$ cat config.mk
export PLATFORM = sky130hd
export DESIGN_NAME = dcache_lru
export DESIGN_NICKNAME = d
export VERILOG_FILES = /design/src/rtl/dcache_lru.sv
export VERILOG_INCLUDE_DIRS = /design/src /design/src/rtl
export SDC_FILE = /design/constraint.sdc
export NUM_CORES = 1
export LEC_CHECK = 0
export ABC_AREA = 1
export BUFFER_PORTS_ARGS = -buffer_cell sky130_fd_sc_hd__buf_2
export CORE_MARGIN = 2
export CORE_UTILIZATION = 54
export DETAILED_ROUTE_END_ITERATION = 7
export MAX_ROUTING_LAYER = met4
export PLACE_DENSITY_LB_ADDON = 0.25
export SETUP_SLACK_MARGIN = 0.02
export SYNTH_ARGS = -nofsm -noshare
export SYNTH_HDL_FRONTEND = slang
export SYNTH_SLANG_ARGS = --single-unit
$ cat constraint.sdc
create_clock -name clk -period 0.9 [get_ports clk]
set_input_delay 0.135 -clock clk [delete_from_list [all_inputs] [get_ports clk]]
set_output_delay 0.135 -clock clk [all_outputs]
set_load 0.01 [all_outputs]
$ cat src/rtl/dcache_consts.svh
`ifndef DCACHE_CONSTS_SVH
`define DCACHE_CONSTS_SVH

// cache geometry

// set index bits
`define DCACHE_INDEX_W 4

// word-in-line bits
`define DCACHE_OFFSET_W 2

// data path width
`define DCACHE_WORD_W 32

`define DCACHE_WORDS 4
`define DCACHE_SETS 16

// fixed at two, one lru bit per set
`define DCACHE_WAYS 2

// address bits left above index, word offset and byte offset
`define DCACHE_TAG_W (`DCACHE_WORD_W - `DCACHE_INDEX_W - `DCACHE_OFFSET_W - 2)

`endif

$ cat src/rtl/dcache_lru.sv
`timescale 1ns/100ps
`include "dcache_consts.svh"

module dcache_lru (
    input  logic                          clk,
    input  logic                          arst_n,
    input  logic [`DCACHE_INDEX_W-1:0]    index,
    input  logic                          touch,
    input  logic                          used_way,
    output logic                          victim
);

    // one bit per set, names the way to replace next
    logic [`DCACHE_SETS-1:0] lru_q;

    always_ff @(posedge clk or negedge arst_n) begin
        if (!arst_n) begin
            lru_q <= '0;
        end else if (touch) begin
            // point at the other way
            lru_q[index] <= ~used_way;
        end
    end

    assign victim = lru_q[index];

endmodule

### Word level (Yosys, flattened, before mapping)

Index checks and enable logic that the tools add are counted.

| operators by class | value |
|---|---|
| muxes and demuxes | 5 |
| magnitude comparators | 2 |
| bitwise gates (word level) | 1 |
| div/mod/pow operators | 0 |
| $add $sub $neg | 0 |
| shift-type cells | 0 |
| equal/unequal tests | 0 |
| $mul | 0 |
| reductions and logical operators | 1 |

Operator list:

| operator | count |
|---|---|
| $bwmux W16 | 1 |
| $lt A4 B5 Y1 const B | 1 |
| $bmux W1 S4 | 1 |
| $demux W1 S4 | 1 |
| $ge A4 B1 Y1 const B | 1 |
| $mux W1 | 2 |
| $logic_and A1 B1 Y1 | 1 |
| $not A1 Y1 | 1 |

| word-level totals | value |
|---|---|
| bits in read-only memories | 0 |
| bits of input ports | 8 |
| logic and storage cells | 10 |
| memories kept | 0 |
| register bits after elaboration | 16 |
| output and inout port bits | 1 |
| memory bits (writable) | 0 |
| latch bits | 0 |

### Logic depth before layout (Yosys ltp)

| depth | value |
|---|---|
| depth after elaboration | 5 |
| gate-level depth with buffers | 9 |
| gate-level depth less buffers | 9 |

### Least setup slack after synthesis

Ideal clock, no wire load.

| timing | value |
|---|---|
| path kind | flip-flop to output port |
| from | reg lru_q[15] |
| to | out victim |
| data required time | 0.765 ns |
| path slack | 0.020 ns |
| data arrival time | 0.745 ns |
| path buffers | 0 |
| stages on the path, launching flop included | 9 |
| cells stage by stage | dfrtp_1 > nand2_1 > nand2_1 > nand2_1 > nand2_1 > nand2_1 > nand2_1 > inv_1 > nand2_1 |

| on the way | value |
|---|---|
| longest elaborated chain between the ends | 2 |

Ends and longest elaborated chain:

| what | RTL line | text |
|---|---|---|
| start: declaration | dcache_lru.sv:14 | `` logic [`DCACHE_SETS-1:0] lru_q; `` |
| start signal: indexed assignment | dcache_lru.sv:21 | `lru_q[index] <= ~used_way;` |
| $bmux W1 S4 | dcache_lru.sv:25 | `assign victim = lru_q[index];` |
| $mux W1 (not written as such) | dcache_lru.sv:25 |  |
| end: declaration | dcache_lru.sv:10 | `output logic victim` |

Every way passes these cells. The select of a mux whose other input is x is not followed.

### Worst setup path after layout

| timing | value |
|---|---|
| from | reg lru_q[3] |
| to | out victim |

Same word-level chain as after synthesis.

==> summary.txt <==
status -> complete, but fails checks
failing checks -> negative setup slack
IO buf count -> 8
reg2reg setup slack -> 0.12 ns
EDFF count, synth -> 0
main combinational cell family by area after synthesis -> simple AND/OR/NAND/NOR gates
First-pass DRT Iterations -> 4
Worst setup SP type -> flip-flop
Arrival @ worst endpoint -> 1.21 ns
library cells used by synthesis -> 17
CP endpoint kind -> output port
setup ws final -> -0.449 ns
Power per Cell Area -> 1830 nW/µm²
initial antenna violation count -> 0
period utilization -> 150%
FMAX -> 742 MHz
vias in the first global route -> 756
Slew Limit Fails -> 0
clock sink count -> 16
Die Y -> 44.8 µm
total gr overflow -> 0
layout cell share with drive strength beyond 1 -> 24.0%
Psw -> 0.599 mW
Hold WC Path Type -> in -> reg
Int Power -> 1.36 mW
mux share of post-synthesis cell area -> 0%
crit-path max FO -> 2
num ports -> 9
Clock Path Buffers -> 2
path type of the worst setup path -> reg -> out
Worst Tran Pin Value -> 0.363 ns
Nets -> 155
LEAKAGE -> 0.556 nW
sequential area share after synthesis -> 44.6%
drt total wl -> 1.96 mm
Post-DP HPWL -> 1.45 mm
Post-Syn Instances -> 125
initial drt markers -> 20
Starting Density -> 58.3%
power share of the clock group -> 24.0%
RSZ-0062 raised after global routing -> yes
Synth Area in Adders -> 0%
final worst path period need -> 1.35 ns
CTS Root Buffer Type -> clkbuf_4
Avg Cell Area, Syn -> 7.19 µm²
All-Layer GR Usage -> 23.3%
Synth Area in Compound Gates -> 11.7%
Area Growth Syn to Fin -> 19.5%
CP required -> 0.76 ns
biggest regs -> lru_q: 16 flops
max reg flops -> 16
first-pass GRT wire length -> 3.25 mm
Die W -> 44.8 µm
H-tree Lvls -> 1
syn nets -> 133
Synth top area share -> 44.6%
Clock transition at path regs -> 0.09 ns
Slew Limit Headroom -> 75.8%
core area -> 1540 µm²
Reg power frac -> 49.9%
CTS tree -> yes
overall power -> 1.96 mW
DR DRC count -> 0
DR vias/cell -> 5.05
DR vias -> 818
Post-synth top flop -> dfrtp_1
XOR/XNOR Fraction of Synth Area -> 0%
mapped cell area -> 898 µm²
Clk Latency, worst-skew pair -> 0.28 ns
Comb power frac -> 26.1%
number of antenna-violating nets in the routed design -> 0
top cells by area, synth -> dfrtp_1 (45%), nand2_1 (23%), a21oi_1 (5.6%)
Yosys top cell by area -> dfrtp_1
total of max-cap violations -> 0
Non-Filler Instances -> 162
Antenna diodes -> 0
CTS Buf Count -> 3
drt wl/cell -> 12.1 µm
Post-Synth Simple-Gate Area -> 37.0%
sw frac -> 30.5%
Ys Warns -> 0
Final setup viols -> 1
ys async rst share -> 100%
RePlAce Congestion -> 1.01
register bit total from synthesis -> 16
# placed instances -> 154
largest net degree at the start of global routing -> 17
clk_skew -> 0 ns
maximum VDD drop -> 1.22 mV
Row Count -> 14
Die Area -> 2010 µm²
Biggest register -> lru_q
final hold vios -> 0
## critical path, cell delays in order, from the launching register on
cell and delay, ns:
dfrtp_1 0.39, nand2_1 0.07, nand2_1 0.05, nand2_1 0.06, nand2_1 0.05, nand2_1 0.05, nand2_1 0.06, inv_2 0.05
nand2_2 0.05, buf_6 0.11
## placed cells by master (no fill, tap or decap), types with 3 or more instances in the layout
master and instances:
dfrtp_1 16, o21ai_0 4, inv_1 4, clkbuf_4 3, buf_4 11, a31oi_1 4
nor2_1 13, a21oi_1 10, buf_2 7, inv_2 6, nor2_4 3, nand2_1 54
## cell families after synthesis
logic type | after synthesis
AND/OR/NAND/NOR | 76
flip-flops | 16
AO/OA/AOI/OAI | 20
buffers and inverters | 13
## power by group through the flow
stage          sequential, mW  combinational [mW]  clock [mW]
2_1_floorplan           0.956               0.331           0
3_3_place_gp            0.985               0.439           0
3_5_place_dp            0.991               0.455           0
4_1_cts                 0.976               0.488       0.491
5_1_grt                 0.991               0.592       0.525
6_report                0.980               0.512       0.470
## path summary, 6_finish.rpt
check,start,to,cells past startpoint
min in group asynchronous,arst_n,lru_q[3],2
max in group asynchronous,arst_n,lru_q[7],2
worst min register to register,lru_q[8],lru_q[8],2
worst max-delay path,lru_q[3],victim,9
worst max register to register,lru_q[6],lru_q[6],3
worst min-delay path,used_way,lru_q[15],2
## stage by stage
stage	hold WS [ns]	setup slack, ns	instance area, µm²	util, %	setup TNS, ns
3_3_place_gp	0.0621	-0.163	998	64.8	-0.904
3_5_place_dp	0.0712	-0.186	998	64.8	-1.28
5_1_grt	0.238	-0.563	1070	69.6	-0.563
6_report	0.225	-0.449	1070	69.6	-0.449
4_1_cts	0.220	-0.460	1060	68.7	-0.460
2_1_floorplan	-0.161	0.0226	901	-	0
## final cells by class
class | instances | area (µm²)
Fill cell | 141 | 468
Multi-Input combinational cell | 96 | 440
Sequential cell | 16 | 400
Timing Repair Buffer | 20 | 139
Inverter | 10 | 37.5
Clock buffer | 4 | 36.3
Tap cell | 16 | 20.0
## timing repair
action                                 in CTS  in global routing
setup endpoints to repair                   1                  1
endpoints found under the hold margin      16                  0
gates resized for setup                     1                  1
pin swaps                                  10                  2
hold buffers                                1                  0
setup buffers                               1                  2
## routing by layer
layer | up-vias | GRT usage, % | share of wire (%)
met2 | 19 | 36.2 | 45
met5 | - | - | 0
met4 | 0 | 5.29 | 0.92
li1 | 437 | - | -
met3 | 2 | 4.80 | 4.3
met1 | 360 | 31.5 | 50
## synthesized netlist by cell type, types with 2 or more instances
cell type	count
inv_2	5
a21oi_1	10
o21ai_1	2
inv_1	5
nand4_1	2
nor2_4	3
nand2_1	55
dfrtp_1	16
a31oi_1	4
nor2_1	13
o21ai_0	4
No activity file was read; power rests on OpenSTA's default activity.
