`src/rtl/dcache_consts.svh`:
```
`ifndef DCACHE_CONSTS_SVH
`define DCACHE_CONSTS_SVH

// cache geometry

// set index bits
`define DCACHE_INDEX_W 4

// word-in-line bits
`define DCACHE_OFFSET_W 2

// data path width
`define DCACHE_WORD_W 32

`define DCACHE_WORDS 4
`define DCACHE_SETS 16

// fixed at two, one lru bit per set
`define DCACHE_WAYS 2

// address bits left above index, word offset and byte offset
`define DCACHE_TAG_W (`DCACHE_WORD_W - `DCACHE_INDEX_W - `DCACHE_OFFSET_W - 2)

`endif

```
`src/rtl/dcache_req_pkg.sv`:
```
`include "dcache_consts.svh"

package dcache_req_pkg;

    // load-store stage to cache
    typedef struct packed {
        // 0 read, 1 write
        logic                         we;
        logic [`DCACHE_WORD_W-1:0]    addr;
        logic [`DCACHE_WORD_W-1:0]    wdata;
        // byte lanes for writes
        logic [`DCACHE_WORD_W/8-1:0]  strb;
    } dc_req_t;

    // read data back to the pipeline, always a full word
    typedef struct packed {
        logic                         valid;
        logic [`DCACHE_WORD_W-1:0]    data;
    } dc_rsp_t;

    // one tag array entry
    typedef struct packed {
        logic                         valid;
        logic [`DCACHE_TAG_W-1:0]     tag;
    } dc_tag_t;

    // one data array entry, word 0 in the low bits
    typedef logic [`DCACHE_WORDS-1:0][`DCACHE_WORD_W-1:0] dc_line_t;

endpackage

```
`src/rtl/dcache_rbuf.sv`:
```
`timescale 1ns/100ps
`include "dcache_consts.svh"

module dcache_rbuf (
    input  logic                          clk,
    input  logic                          arst_n,
    input  logic                          load,
    input  dcache_req_pkg::dc_req_t       req,
    output dcache_req_pkg::dc_req_t       buf_req,
    output logic [`DCACHE_TAG_W-1:0]      buf_tag,
    output logic [`DCACHE_INDEX_W-1:0]    buf_index,
    output logic [`DCACHE_OFFSET_W-1:0]   buf_word
);

    // address field positions
    localparam int WORD_LO = 2;
    localparam int IDX_LO  = WORD_LO + `DCACHE_OFFSET_W;
    localparam int TAG_LO  = IDX_LO + `DCACHE_INDEX_W;

    // held through lookup, refill and write-through
    always_ff @(posedge clk or negedge arst_n) begin
        if (!arst_n) begin
            buf_req <= '0;
        end else if (load) begin
            buf_req <= req;
        end
    end

    assign buf_tag  = buf_req.addr[`DCACHE_WORD_W-1:TAG_LO];
    assign buf_word = buf_req.addr[IDX_LO-1:WORD_LO];

    // array read index follows the incoming request while loading,
    // so the registered array outputs line up with the buffer
    assign buf_index = load ? req.addr[TAG_LO-1:IDX_LO] : buf_req.addr[TAG_LO-1:IDX_LO];

endmodule

```
`config.mk`:
```
export PLATFORM = sky130hd
export DESIGN_NAME = dcache_rbuf
export DESIGN_NICKNAME = d
export VERILOG_FILES = /design/src/rtl/dcache_req_pkg.sv /design/src/rtl/dcache_rbuf.sv
export VERILOG_INCLUDE_DIRS = /design/src /design/src/rtl
export SDC_FILE = /design/constraint.sdc
export NUM_CORES = 1
export LEC_CHECK = 0
export ABC_AREA = 1
export BUFFER_PORTS_ARGS = -buffer_cell sky130_fd_sc_hd__buf_2
export CORE_UTILIZATION = 39
export CTS_CLUSTER_SIZE = 12
export DETAILED_ROUTE_END_ITERATION = 10
export HOLD_SLACK_MARGIN = 0.02
export PLACE_DENSITY = 0.78
export REMOVE_ABC_BUFFERS = 1
export SLEW_MARGIN = 20
export SYNTH_ARGS = -nofsm -noshare
export SYNTH_HDL_FRONTEND = slang
export SYNTH_SLANG_ARGS = --single-unit
```
`constraint.sdc`:
```
create_clock -name clk -period 0.8 [get_ports clk]
set_input_delay 0.12 -clock clk [delete_from_list [all_inputs] [get_ports clk]]
set_output_delay 0.12 -clock clk [all_outputs]
set_load 0.005 [all_outputs]
```
Word level (Yosys, flattened, before mapping)
Index checks and enable logic that the tools add are counted.

word-level totals
  memories kept = 0
  RAM bits = 0
  word-level logic and storage cells = 5
  output and inout port bits = 99
  input port bits = 72
  flip-flop bits (word level) = 69
  bits in read-only memories = 0
  bits in latches = 0

cells by class
  divide/modulo/power cells = 0
  mux-type cells = 1
  add/subtract/negate cells = 0
  bitwise gates (word level) = 0
  magnitude comparators = 0
  equality and inequality tests = 0
  shift-type cells = 0
  multiply operators = 0
  reductions and logical operators = 0

operators with widths
  kind               count
  two-way mux 4 bit  1

Logic depth before layout (Yosys ltp)
  depth after elaboration = 1
  depth in mapped cells = 6
  mapped depth without buffers = 3

Worst setup path before layout
Ideal clock, no wire load.

  path kind = input -> output
  start point = input load
  end point = output buf_index[0]
  arrival time = 0.669 ns
  buffers on the path = 3
  required time = 0.680 ns
  slack = 0.011 ns
  stages = 6
  cells stage by stage = buf_4 inv_4 buf_6 buf_6 nand2_1 nand2_1

on the way
  word-level cells in the longest chain between the ends = 1

RTL lines
  item                RTL line           source
  start: declaration  dcache_rbuf.sv:7   input logic load,
  two-way mux 4 bit   dcache_rbuf.sv:34  assign buf_index = load ? req.addr[TAG_LO-1:IDX_LO] : buf_req.addr[TAG_LO-1:IDX_LO];
  end: declaration    dcache_rbuf.sv:11  output logic [`DCACHE_INDEX_W-1:0] buf_index,

No other way between the ends.

Worst setup path in the final report
  start point = register buf_req[41] (netlist name)
  end point = output buf_index[1]

on the way
  word-level cells in the longest chain between the ends = 1

RTL lines
  item                      RTL line           source
  start: declaration        dcache_rbuf.sv:9   output dcache_req_pkg::dc_req_t buf_req,
  start signal: assignment  dcache_rbuf.sv:25  buf_req <= req;
  two-way mux 4 bit         dcache_rbuf.sv:34

No other way between the ends.

==> reports/results.tsv <==
stage	metric	value	unit
run_status	status	finished with violations	
run_status	failed_checks	setup timing	
synthesis	post_synth_fa_ha_maj_area_fraction	0	%
synthesis	synth.ff_latch_count	69	
setup_path	crit_chain	nand2_1 > nand2_1 > buf_2	
placed_design	place_ws	-82.3	ps
cts	cts_tree	yes	
die	dieArea	7530	um^2
setup_path	slowest_delay	380	ps
synthesis	muxShareOfSynthArea	0	%
cts	cts_buffers	9	
global_route	met1_usage	26.2	%
synthesis	synth-compound-area-share	0	%
global_route	grt_usage	23.2	%
die	start_util	40.8	%
detailed_routing	finalWirelength	8960	um
synthesis	synth_top_family_by_area	simple AND/OR/NAND/NOR gates	
cts	cts_buffer_depth	2	
placed_design	dp_hpwl	4640	um
setup_path	crit_slowest_cell	dfrtp_1	
global_route	grt_pass1_vias	2816	
timing	period_share	135	%
placed_design	port_buffers	170	
finish	diodes	0	
cts	clockRootBuffer	clkbuf_8	
detailed_routing	dr.pass1.iters	5	
finish	postLayoutCoreUtil	68.9	%
flow_run	maxCapViolCount	0	
timing	whs	27.1	ps
synthesis	netlist_instances	318	
hold_path	hold_class	input pin to register	
setup_path	cp_max_fo	2	
timing	finalSetupViolCount	102	
timing	hold_viol	0	
synthesis	syn_area	2800	um^2
detailed_routing	drtIter0Drc	106	
global_route	gr-max-usage-layer	met2	
synthesis	ys_warn_count	0	
power_and_ir_drop	fin_total_pwr	0.00804	W
timing	setup_ws	-282	ps
power_and_ir_drop	powerDensity	1700	nW/um^2
synthesis	synth_top_cell_by_area	dfrtp_1	
setup_path	cp_common_cell	nand2_1	
cts	clock_latency	320	ps
cts	h-tree-depth	3	
synthesis	synth_area_leaders	dfrtp_1 (62%), nand2_1 (28%), buf_4 (7.5%)	
die	die_width	86.8	um
power_and_ir_drop	leakage	2.78	nW
timing	min_period	1080	ps
timing	slew_violations	0	
global_route	grt_antenna_before_repair	0	
cts	cts_num_sinks	69	
timing	fin_worst_skew	0	ps
global_route	gr-usage-met2	41.5	%
setup_path	setup.worst_path.start_class	register	
detailed_routing	drc_errors	0	
timing	fmaxAchievable	925	MHz
finish	drive_above_1_share	41.7	%
synthesis	yosys.area.top_type_share	61.6	%
synthesis	ys_types	6	
detailed_routing	final_antenna_net_count	0	
synthesis	synth-seq-area-share	61.6	%
synthesis	synth_simple_gate_area_share	27.7	%
finish	largest-register	buf_req	
placed_design	routabilityCongestion	0.739	
setup_path	critPathArrivalTime	960	ps
detailed_routing	routed-via-count	2918	
setup_path	worstPathRequired	680	ps
finish	largest_reg_flops	69	
global_route	overflow	0	
global_route	grt_first_pass_wirelength	13200	um
timing	worst_pin_slew	382	ps
finish	largestRegisters	buf_req (69)	
setup_path	worstSetupPathType	register to output port	
detailed_routing	viasPerCell	4.32	
finish	syn_to_final_growth	68.9	%
finish	nets	649	
cts	clkTransAtPathRegs	70	ps
die	core_area	6870	um^2
synthesis	synth_area_per_cell	8.82	um^2
detailed_routing	avgRoutedWirePerCell	13.3	um
timing	relSlewSlack	74.6	%
die	dieHeight	86.8	um
synthesis	yosys.area_share.xor_xnor	0	%
timing	rsz0062_at_grt	true	
global_route	met3_usage	4.76	%
global_route	grt_max_degree	70	
die	num_rows	30	
die	ioPinCount	171	
setup_path	crit_path_end_kind	output port	
power_and_ir_drop	ir_drop	0.978	mV
==> layout make-up <==
| type | instances | area (um^2) |
|---|---|---|
| fill | 536 | 2130 |
| tap | 96 | 120 |
| inverter | 1 | 6.26 |
| timing repair buffer | 289 | 1950 |
| clock inverter | 3 | 15.0 |
| clock buffer | 11 | 131 |
| sequential | 69 | 1730 |
| multi-input combinational | 207 | 787 |
==> worst paths after layout <==
path                                endpoint  slack (ps)         from  depth (start not counted)
worst max-delay path            buf_index[1]        -280  buf_req[41]                          3
worst min register to register   buf_req[36]         470  buf_req[36]                          2
worst max register to register   buf_req[13]         -40  buf_req[13]                          4
worst min-delay path             buf_req[40]          30      req[40]                          3
max in group asynchronous        buf_req[14]         140       arst_n                          3
min in group asynchronous        buf_req[64]         330       arst_n                          3
==> kinds of logic (layout without fill, tap and decap cells) <==
group                  Yosys count  count (layout)
flip-flops                      69              69
AND/OR/NAND/NOR                207             207
buffers and inverters           42             304
==> where the power goes <==
part | internal (W) | leakage, nW | total [W] | switching (W)
clock network | 0.00108 | 0.0788 | 0.00224 | 0.00116
registers | 0.00380 | 0.840 | 0.00400 | 0.000200
logic | 0.00104 | 1.86 | 0.00180 | 0.000767
==> layer usage <==
| metal | wire (um) | vias up |
|---|---|---|
| met4 | 205 | 0 |
| met5 | 0 | - |
| met2 | 4800 | 148 |
| li1 | - | 1435 |
| met1 | 3430 | 1315 |
| met3 | 526 | 20 |
==> metrics by stage <==
step	TNS, ps	instances	cell area (um^2)
floorplan	0	277	2510
detailed placement	-1910	556	3620
CTS	-18140	654	4550
global route	-21240	676	4740
global placement	-1060	556	3620
finish	-16820	676	4740
==> Yosys cell counts <==
library cell	n
buf_4	28
inv_4	1
buf_6	3
dfrtp_1	69
nand2_1	207
buf_2	10
==> repair_timing <==
action | in CTS | in global routing
gates resized for setup | 0 | 6
pin swaps | 0 | 3
setup buffers | 20 | 22
setup endpoints to repair | 99 | 100
hold buffers | 64 | 0
endpoints found under the hold margin | 136 | 0
==> placed cells by master (no fill, tap or decap), drive strengths merged <==
cell         instances
clkbuf              11
dfrtp               69
dlygate4sd3         64
buf                225
inv                  1
nand2              207
clkinv               3
==> worst max-delay path: cells and delay by family, from the launching register on <==
kind	cells	cell delay (ps)
simple gates	2	130
buf+inv	1	130
flops	1	380
Power figures use the tool's default switching activity.
