`src/rtl/dcache_consts.svh`:
```
`ifndef DCACHE_CONSTS_SVH
`define DCACHE_CONSTS_SVH

// cache geometry

// set index bits
`define DCACHE_INDEX_W 4

// word-in-line bits
`define DCACHE_OFFSET_W 2

// data path width
`define DCACHE_WORD_W 32

`define DCACHE_WORDS 4
`define DCACHE_SETS 16

// fixed at two, one lru bit per set
`define DCACHE_WAYS 2

// address bits left above index, word offset and byte offset
`define DCACHE_TAG_W (`DCACHE_WORD_W - `DCACHE_INDEX_W - `DCACHE_OFFSET_W - 2)

`endif

```
`src/rtl/dcache_way_ram.sv`:
```
`timescale 1ns/100ps
`include "dcache_consts.svh"

module dcache_way_ram #(
    parameter type entry_t = logic
) (
    input  logic                          clk,
    input  logic                          arst_n,
    input  logic                          clear,
    input  logic [`DCACHE_INDEX_W-1:0]    rd_index,
    input  logic [`DCACHE_INDEX_W-1:0]    wr_index,
    input  logic                          we,
    input  entry_t                        wr_entry,
    output entry_t                        rd_entry
);

    entry_t mem [`DCACHE_SETS];

    ////////////////////////////////////////////////////////////
    // write port
    ////////////////////////////////////////////////////////////

    // clear wins over a write to the same entry
    always_ff @(posedge clk) begin
        if (clear) begin
            mem[wr_index] <= '0;
        end else if (we) begin
            mem[wr_index] <= wr_entry;
        end
    end

    ////////////////////////////////////////////////////////////
    // read port
    ////////////////////////////////////////////////////////////

    // registered, old data on a same-cycle write
    always_ff @(posedge clk or negedge arst_n) begin
        if (!arst_n) begin
            rd_entry <= '0;
        end else begin
            rd_entry <= mem[rd_index];
        end
    end

endmodule

```
`config.mk`:
```
export PLATFORM = sky130hd
export DESIGN_NAME = dcache_way_ram
export DESIGN_NICKNAME = d
export VERILOG_FILES = /design/src/rtl/dcache_way_ram.sv
export VERILOG_INCLUDE_DIRS = /design/src /design/src/rtl
export SDC_FILE = /design/constraint.sdc
export NUM_CORES = 1
export LEC_CHECK = 0
export BUFFER_PORTS_ARGS = -buffer_cell sky130_fd_sc_hd__buf_2
export CAP_MARGIN = 20
export CORE_ASPECT_RATIO = 0.8
export CORE_UTILIZATION = 45
export DETAILED_ROUTE_END_ITERATION = 8
export PLACE_DENSITY = 0.7
export SETUP_SLACK_MARGIN = 0.1
export SKIP_CTS_REPAIR_TIMING = 1
export SLEW_MARGIN = 40
export SYNTH_ARGS = -nofsm -noshare
export SYNTH_HDL_FRONTEND = slang
export SYNTH_SLANG_ARGS = --single-unit
export TNS_END_PERCENT = 5
```
`constraint.sdc`:
```
create_clock -name clk -period 1.48 [get_ports clk]
set_input_delay 0.074 -clock clk [delete_from_list [all_inputs] [get_ports clk]]
set_output_delay 0.074 -clock clk [all_outputs]
set_load 0.03 [all_outputs]
```
After elaboration in Yosys (flattened, before gate mapping):

Memories as Yosys holds them, arrays and structs flattened. A register that Yosys moved wholly into a read port is not among the register bits.
Index checks and enable logic that the tools add are counted.

* output and inout bits: 1
* logic and storage cells: 9
* memories: 1
* RAM bits: 16
* input port bits: 13
* flip-flop bits (word level): 0

Memory list
* mem: words 16, width 1, rd ports 1, clocked after Yosys merged registers in 1, write ports 1, line dcache_way_ram.sv:17 `` entry_t mem [`DCACHE_SETS]; ``

* bitwise logic cells: 1
* muxes and demuxes: 6
* reductions and logical operators: 1

Operators with widths (number)
* $mux W1: 6
* $logic_not A1 Y1: 1
* $or A1 B1 Y1: 1

Logic depth before layout (Yosys ltp):

Gate-level depths: netlist (run 1).

* depth in word-level cells: 4
* mapped depth: 3

Worst setup path after synthesis (run 1):

No wires, ideal clock.

* path kind: reg2reg
* start: mem mem[13] in the netlist's numbering
* end: reg rd_entry, read port of mem
* arrival: 1015 ps
* period minus slack after synthesis: 1141 ps
* cell stages (with the launch flop): 4
* path slack: 339 ps
* cell sequence: edfxtp_1 -> mux4_1 -> mux2i_1 -> mux2i_1

RTL lines
* from (decl): line dcache_way_ram.sv:17
* to (decl): line dcache_way_ram.sv:14 `output entry_t rd_entry`

==> out/summary.txt, run 1 <==
Status - finished clean
Dpl hpwl - 895.9 um
CP Cell Sequence - mux4_1 -> mux2i_1 -> mux2i_1
CP most frequent cell - mux2i_1
Die Y-Extent - 38.87 um
Critical path capture point type - flop
Fraction of layout cells with a size suffix above 1 - 0.2429
CTS tree - yes
Crit path depth - 3
Dominant cells by area after synthesis - edfxtp_1 (63%), mux4_1 (14%), nor2_1 (6.9%)
CP peak stage delay - 0.52 ns
Fmax - 811.4 MHz
Worst IR Drop VDD - 0.0005783 V
Leading area contributor after synthesis - edfxtp_1
FILL cells - 113
Drt drc - 0
Initial DRT Pass Iterations - 3
Clk Tree Root Cell - clkbuf_4
Synthesized area - 764.5 um2
H-tree depth - 1
Pin count of the biggest net entering global routing - 17
Worst EP arrival - 1.40 ns
DRT iter0 DRCs - 5
Startpoint types - flop
Async SR Flop Fraction - 0.05882
Setup_tns - 0 ns
Worst Tran Pin Value - 0.5125 ns
Rows - 12
Routed via count - 479
Syn Inst Count - 51
First-pass GRT wire length - 1835 um
Primary FF master, synth - edfxtp_1
# diodes - 0
Number of flops mapped to enable cells by yosys - 16
ANT nets after route - 0
Nets - 84
Kind of critical path - reg -> reg
Post-Route WL - 1181 um
Unrepaired setup endpoints after global routing - no
Tmin final - 1.232 ns
Worst Path Required - 1.65 ns
Design Power - 863.9 uW
Leak Pwr - 0.2919 nW
WL/cell - 12.98 um
CTS max path bufs - 2
Hold WC Path Type - in -> async
Synth Register Bits - 17
IO buf count - 13
Clock Latency Late Sink - 0.28 ns
Overall Global Routing Usage - 0.1565
CTS sink cnt - 17
Horiz. Die Dim - 48.08 um
Syn nets - 64
Final setup fails - 0
GP Congestion - 0.7260
Critical Path Slowest Stage Cell - mux4_1
Distinct cells, synth - 11
Clock transition at the registers of the reported paths - 0.09 ns
Clock Skew - 0.0008369 ns
Max Transition Viols Final - 0
Slew HR - 0.6580
Area after DPL - 855.8 um2
Synthesis Warnings - 0
Top cell family by delay on the critical path - multiplexers
Top cells by count, synth - edfxtp_1 (16), nor2_1 (14), mux4_1 (4), nor3_1 (4), mux2i_1 (3)
Cell Pwr Density - 955.0 mW/mm2
Fin area - 904.6 um2
Core area - 0.001486 mm2
Critical path buffer and inverter count - 0
Initial Util - 0.5143
GRT overflow - 0
Placed cell count - 85
Sequential share of the synthesized area - 0.6612
TritonCTS Buffers - 3
Most common cell in the netlist - edfxtp_1
Area growth syn-to-layout - 18.33%
Synth top area share - 0.6285
Vias per inst - 5.264
Final period util - 0.8327
Hold Fails Final Rpt - 0
DIE AREA - 0.001869 mm2
Finished Layout Cells - 91
Mean Syn Cell Area - 14.99 um2
Initial antenna violation count - 0
Crit path max fanout - 1
Worst-case reg-to-reg path depth - 3
Vias in the first global route - 429
I/O pins - 14
Max-Cap Viols - 0
-- cell families (layout without fill, tap and decap cells) --
family,count (synthesis),in the layout,share of synthesized area
flip-flops,17,17,0.6612
AO/OA/AOI/OAI,2,2,0.01963
buffers and inverters,1,20,0.004905
AND/OR/NAND/NOR,24,24,0.1375
multiplexers,7,7,0.1768
-- report_power, final --
group          total, mW  internal, mW  switching, mW
clock network      0.240         0.104          0.136
logic             0.0822        0.0375         0.0447
registers          0.542         0.538        0.00321
total              0.864         0.680          0.184
-- registers in the layout, indices dropped and copies added, names as in the netlist --
signal    count
mem          16
rd_entry      1
-- per-stage QoR --
| step | hold slack, ns | util | worst slack, ns |
|---|---|---|---|
| detailed placement | -0.1489 | 0.5758 | 0.2494 |
| CTS | -0.4606 | 0.5934 | 0.2468 |
| global route | 0.08891 | 0.6086 | 0.2111 |
| floorplan | -0.2216 | - | 0.3391 |
| finish | 0.08147 | 0.6086 | 0.2476 |
| global placement | -0.1517 | 0.5758 | 0.2455 |
-- placed cells by master (no fill, tap or decap) --
cell type       n
clkbuf_4        3
clkbuf_1        1
dfrtp_1         1
nand2b_1        2
edfxtp_1       16
nand2_1         2
mux2i_1         3
mux4_1          4
nor3_1          4
dlygate4sd3_1   2
inv_1           1
o211ai_1        2
nor2_1         13
or3_1           2
buf_2          13
nor2_2          1
-- worst paths after layout --
kind / end / from / slack (ns)
min in group clk: rd_entry$_DFF_PN0_ / rd_index[3] / 0.12
setup reg to reg: rd_entry$_DFF_PN0_ / mem[1]$_DFFE_PP_ / 0.25
setup / recovery: rd_entry$_DFF_PN0_ / mem[1]$_DFFE_PP_ / 0.25
max in group asynchronous: rd_entry$_DFF_PN0_ / arst_n / 1.32
hold reg to reg: rd_entry$_DFF_PN0_ / mem[5]$_DFFE_PP_ / 0.76
hold / removal: rd_entry$_DFF_PN0_ / arst_n / 0.08
-- area by class of cell --
cell class,count,area (um2),share of cell area
clock buffer,4,26.28,0.02905
inverter,1,3.754,0.004149
sequential,17,505.5,0.5588
tap,21,26.28,0.02905
timing repair buffer,15,85.08,0.09405
multi-input combinational,33,257.7,0.2849
-- per-layer routing --
layer	wire, um	up-vias	share of wire	track usage
met1	552	226	0.47	0.1914
li1	-	237	-	-
met5	0	-	0	0
met3	66	0	0.056	0.07009
met2	562	16	0.48	0.2500
met4	0	0	0	0.04167
-- worst register-to-register path, cell delays in order, from the launching register on --
cell	delay (ns)
edfxtp_1	0.40
mux4_1	0.52
mux2i_1	0.14
mux2i_1	0.08
(Power assumes the default switching activity.)
==> inputs of run 2 (changes only) <==
==> constraint.sdc (replaced) <==
create_clock -name clk -period 1.3 [get_ports clk]
set_input_delay 0.065 -clock clk [delete_from_list [all_inputs] [get_ports clk]]
set_output_delay 0.065 -clock clk [all_outputs]
set_load 0.03 [all_outputs]
==> run 2 against run 1 <==
  * Total power is 14% higher
  * Critical path type unchanged
  * Sequential power is 14% higher
  * Hold slack worse by 0.0094 ns
  * Critical endpoint unchanged
==> out/summary.txt, run 2 (synthesized netlist as in run 1, its figures left out) <==
Initial antenna violation count - 0
Max-Cap Viols - 0
Fin area - 889.6 um2
Pin count of the biggest net entering global routing - 17
CTS sink cnt - 17
Overall Global Routing Usage - 0.1565
Drt drc - 0
Critical path capture point type - flop
Hold Fails Final Rpt - 0
CTS tree - yes
DRT iter0 DRCs - 6
Kind of critical path - reg -> reg
Max Transition Viols Final - 0
Flop pwr share - 0.625
Clock network power share - 0.278
Largest regs - mem (16), rd_entry (1)
Startpoint types - flop
Setup_tns - 0 ns
Hold WC Path Type - in -> async
H-tree depth - 1
Rows - 12
CP most frequent cell - mux2i_1
Fraction of layout cells with a size suffix above 1 - 0.3000
Initial Util - 0.5143
Switching power - 211.6 uW
Slew HR - 0.6580
Die Y-Extent - 38.87 um
Design Power - 987.1 uW
Initial DRT Pass Iterations - 3
Fmax - 841.7 MHz
Met2 wire length - 575 um
Routed via count - 471
Worst EP arrival - 1.36 ns
Int Power - 775.5 uW
Clk Tree Root Cell - clkbuf_4
Final setup fails - 0
Clock Skew - 0.0005745 ns
Clock Latency Late Sink - 0.28 ns
CTS max path bufs - 2
Max layer used - met3
CP Cell Sequence - mux4_2 -> mux2i_1 -> mux2i_1
CP peak stage delay - 0.46 ns
Worst IR Drop VDD - 0.0006607 V
GRT overflow - 0
Met1 WL - 580 um
Critical Path Slowest Stage Cell - mux4_2
Final hold slack - 0.07208 ns
Post-Route WL - 1222 um
Unrepaired setup endpoints after global routing - yes
TritonCTS Buffers - 3
Largest register by flop count - mem
Nets - 84
Horiz. Die Dim - 48.08 um
Worst Path Required - 1.47 ns
IO buf count - 13
First-pass GRT wire length - 1835 um
Cell Pwr Density - 1110 mW/mm2
WL/cell - 13.43 um
Final period util - 0.9139
Crit path max fanout - 1
Dpl hpwl - 895.9 um
Area after DPL - 855.8 um2
# diodes - 0
Vias per inst - 5.176
Clock transition at the registers of the reported paths - 0.09 ns
GP Congestion - 0.7260
Tmin final - 1.188 ns
Core area - 0.001486 mm2
Combinational Power Share - 0.097
Status - finished clean
Max reg flops - 16
Met3 wire len - 66 um
Most common cell after layout, fill and taps aside - edfxtp_1
I/O pins - 14
Most frequent cells in the layout - edfxtp_1 (16), nor2_1 (13), buf_2 (13)
ANT nets after route - 0
DIE AREA - 0.001869 mm2
Area growth syn-to-layout - 16.37%
Sw frac - 0.2144
Vias in the first global route - 429
Leak Pwr - 0.2858 nW
Worst Tran Pin Value - 0.5124 ns
## run 2: path summary, 6_finish.rpt
path | depth (start not counted) | from | to | slack, ns
worst max-delay path | 3 | mem[12]$_DFFE_PP_ | rd_entry$_DFF_PN0_ | 0.11
worst min-delay path | 2 | arst_n | rd_entry$_DFF_PN0_ | 0.07
worst max register to register | 3 | mem[12]$_DFFE_PP_ | rd_entry$_DFF_PN0_ | 0.11
worst min register to register | 3 | mem[2]$_DFFE_PP_ | rd_entry$_DFF_PN0_ | 0.76
max in group asynchronous | 2 | arst_n | rd_entry$_DFF_PN0_ | 1.14
min in group clk | 3 | rd_index[3] | rd_entry$_DFF_PN0_ | 0.11
## run 2: cell type report
class                   instances  area (um2)
fillers                       118       596.8
flip-flops and latches         17       505.5
multi-input cells              33       242.7
repair buffers                 15       85.08
clock buffers                   4       26.28
well taps                      21       26.28
inverters                       1       3.754
## run 2: routing by layer
metal	GRT usage	up-vias
met2	0.2500	16
li1	-	233
met3	0.07009	0
met5	0	-
met1	0.1914	222
met4	0.04167	0
## run 2: stage by stage
stage / utilization / worst slack (ns) / std cells
after floorplan: - / 0.1591 / 51
after global placement: 0.5758 / 0.06547 / 85
after detailed placement: 0.5758 / 0.07845 / 85
after CTS: 0.5934 / 0.06677 / 89
after global routing: 0.5985 / 0.06234 / 91
final: 0.5985 / 0.1119 / 91
## run 2: critical path: cells and delay by family, from the launching register on
| family | cells | cell delay [ns] |
|---|---|---|
| mux | 3 | 0.68 |
| flops | 1 | 0.40 |
## run 2: power groups by stage
stage | sequential, mW | combinational, mW | clock (mW)
3_5_place_dp | 0.629 | 0.0896 | 0
2_1_floorplan | 0.632 | 0.0426 | 0
5_1_grt | 0.619 | 0.107 | 0.304
4_1_cts | 0.617 | 0.0897 | 0.280
3_3_place_gp | 0.629 | 0.0882 | 0
6_report | 0.617 | 0.0955 | 0.274
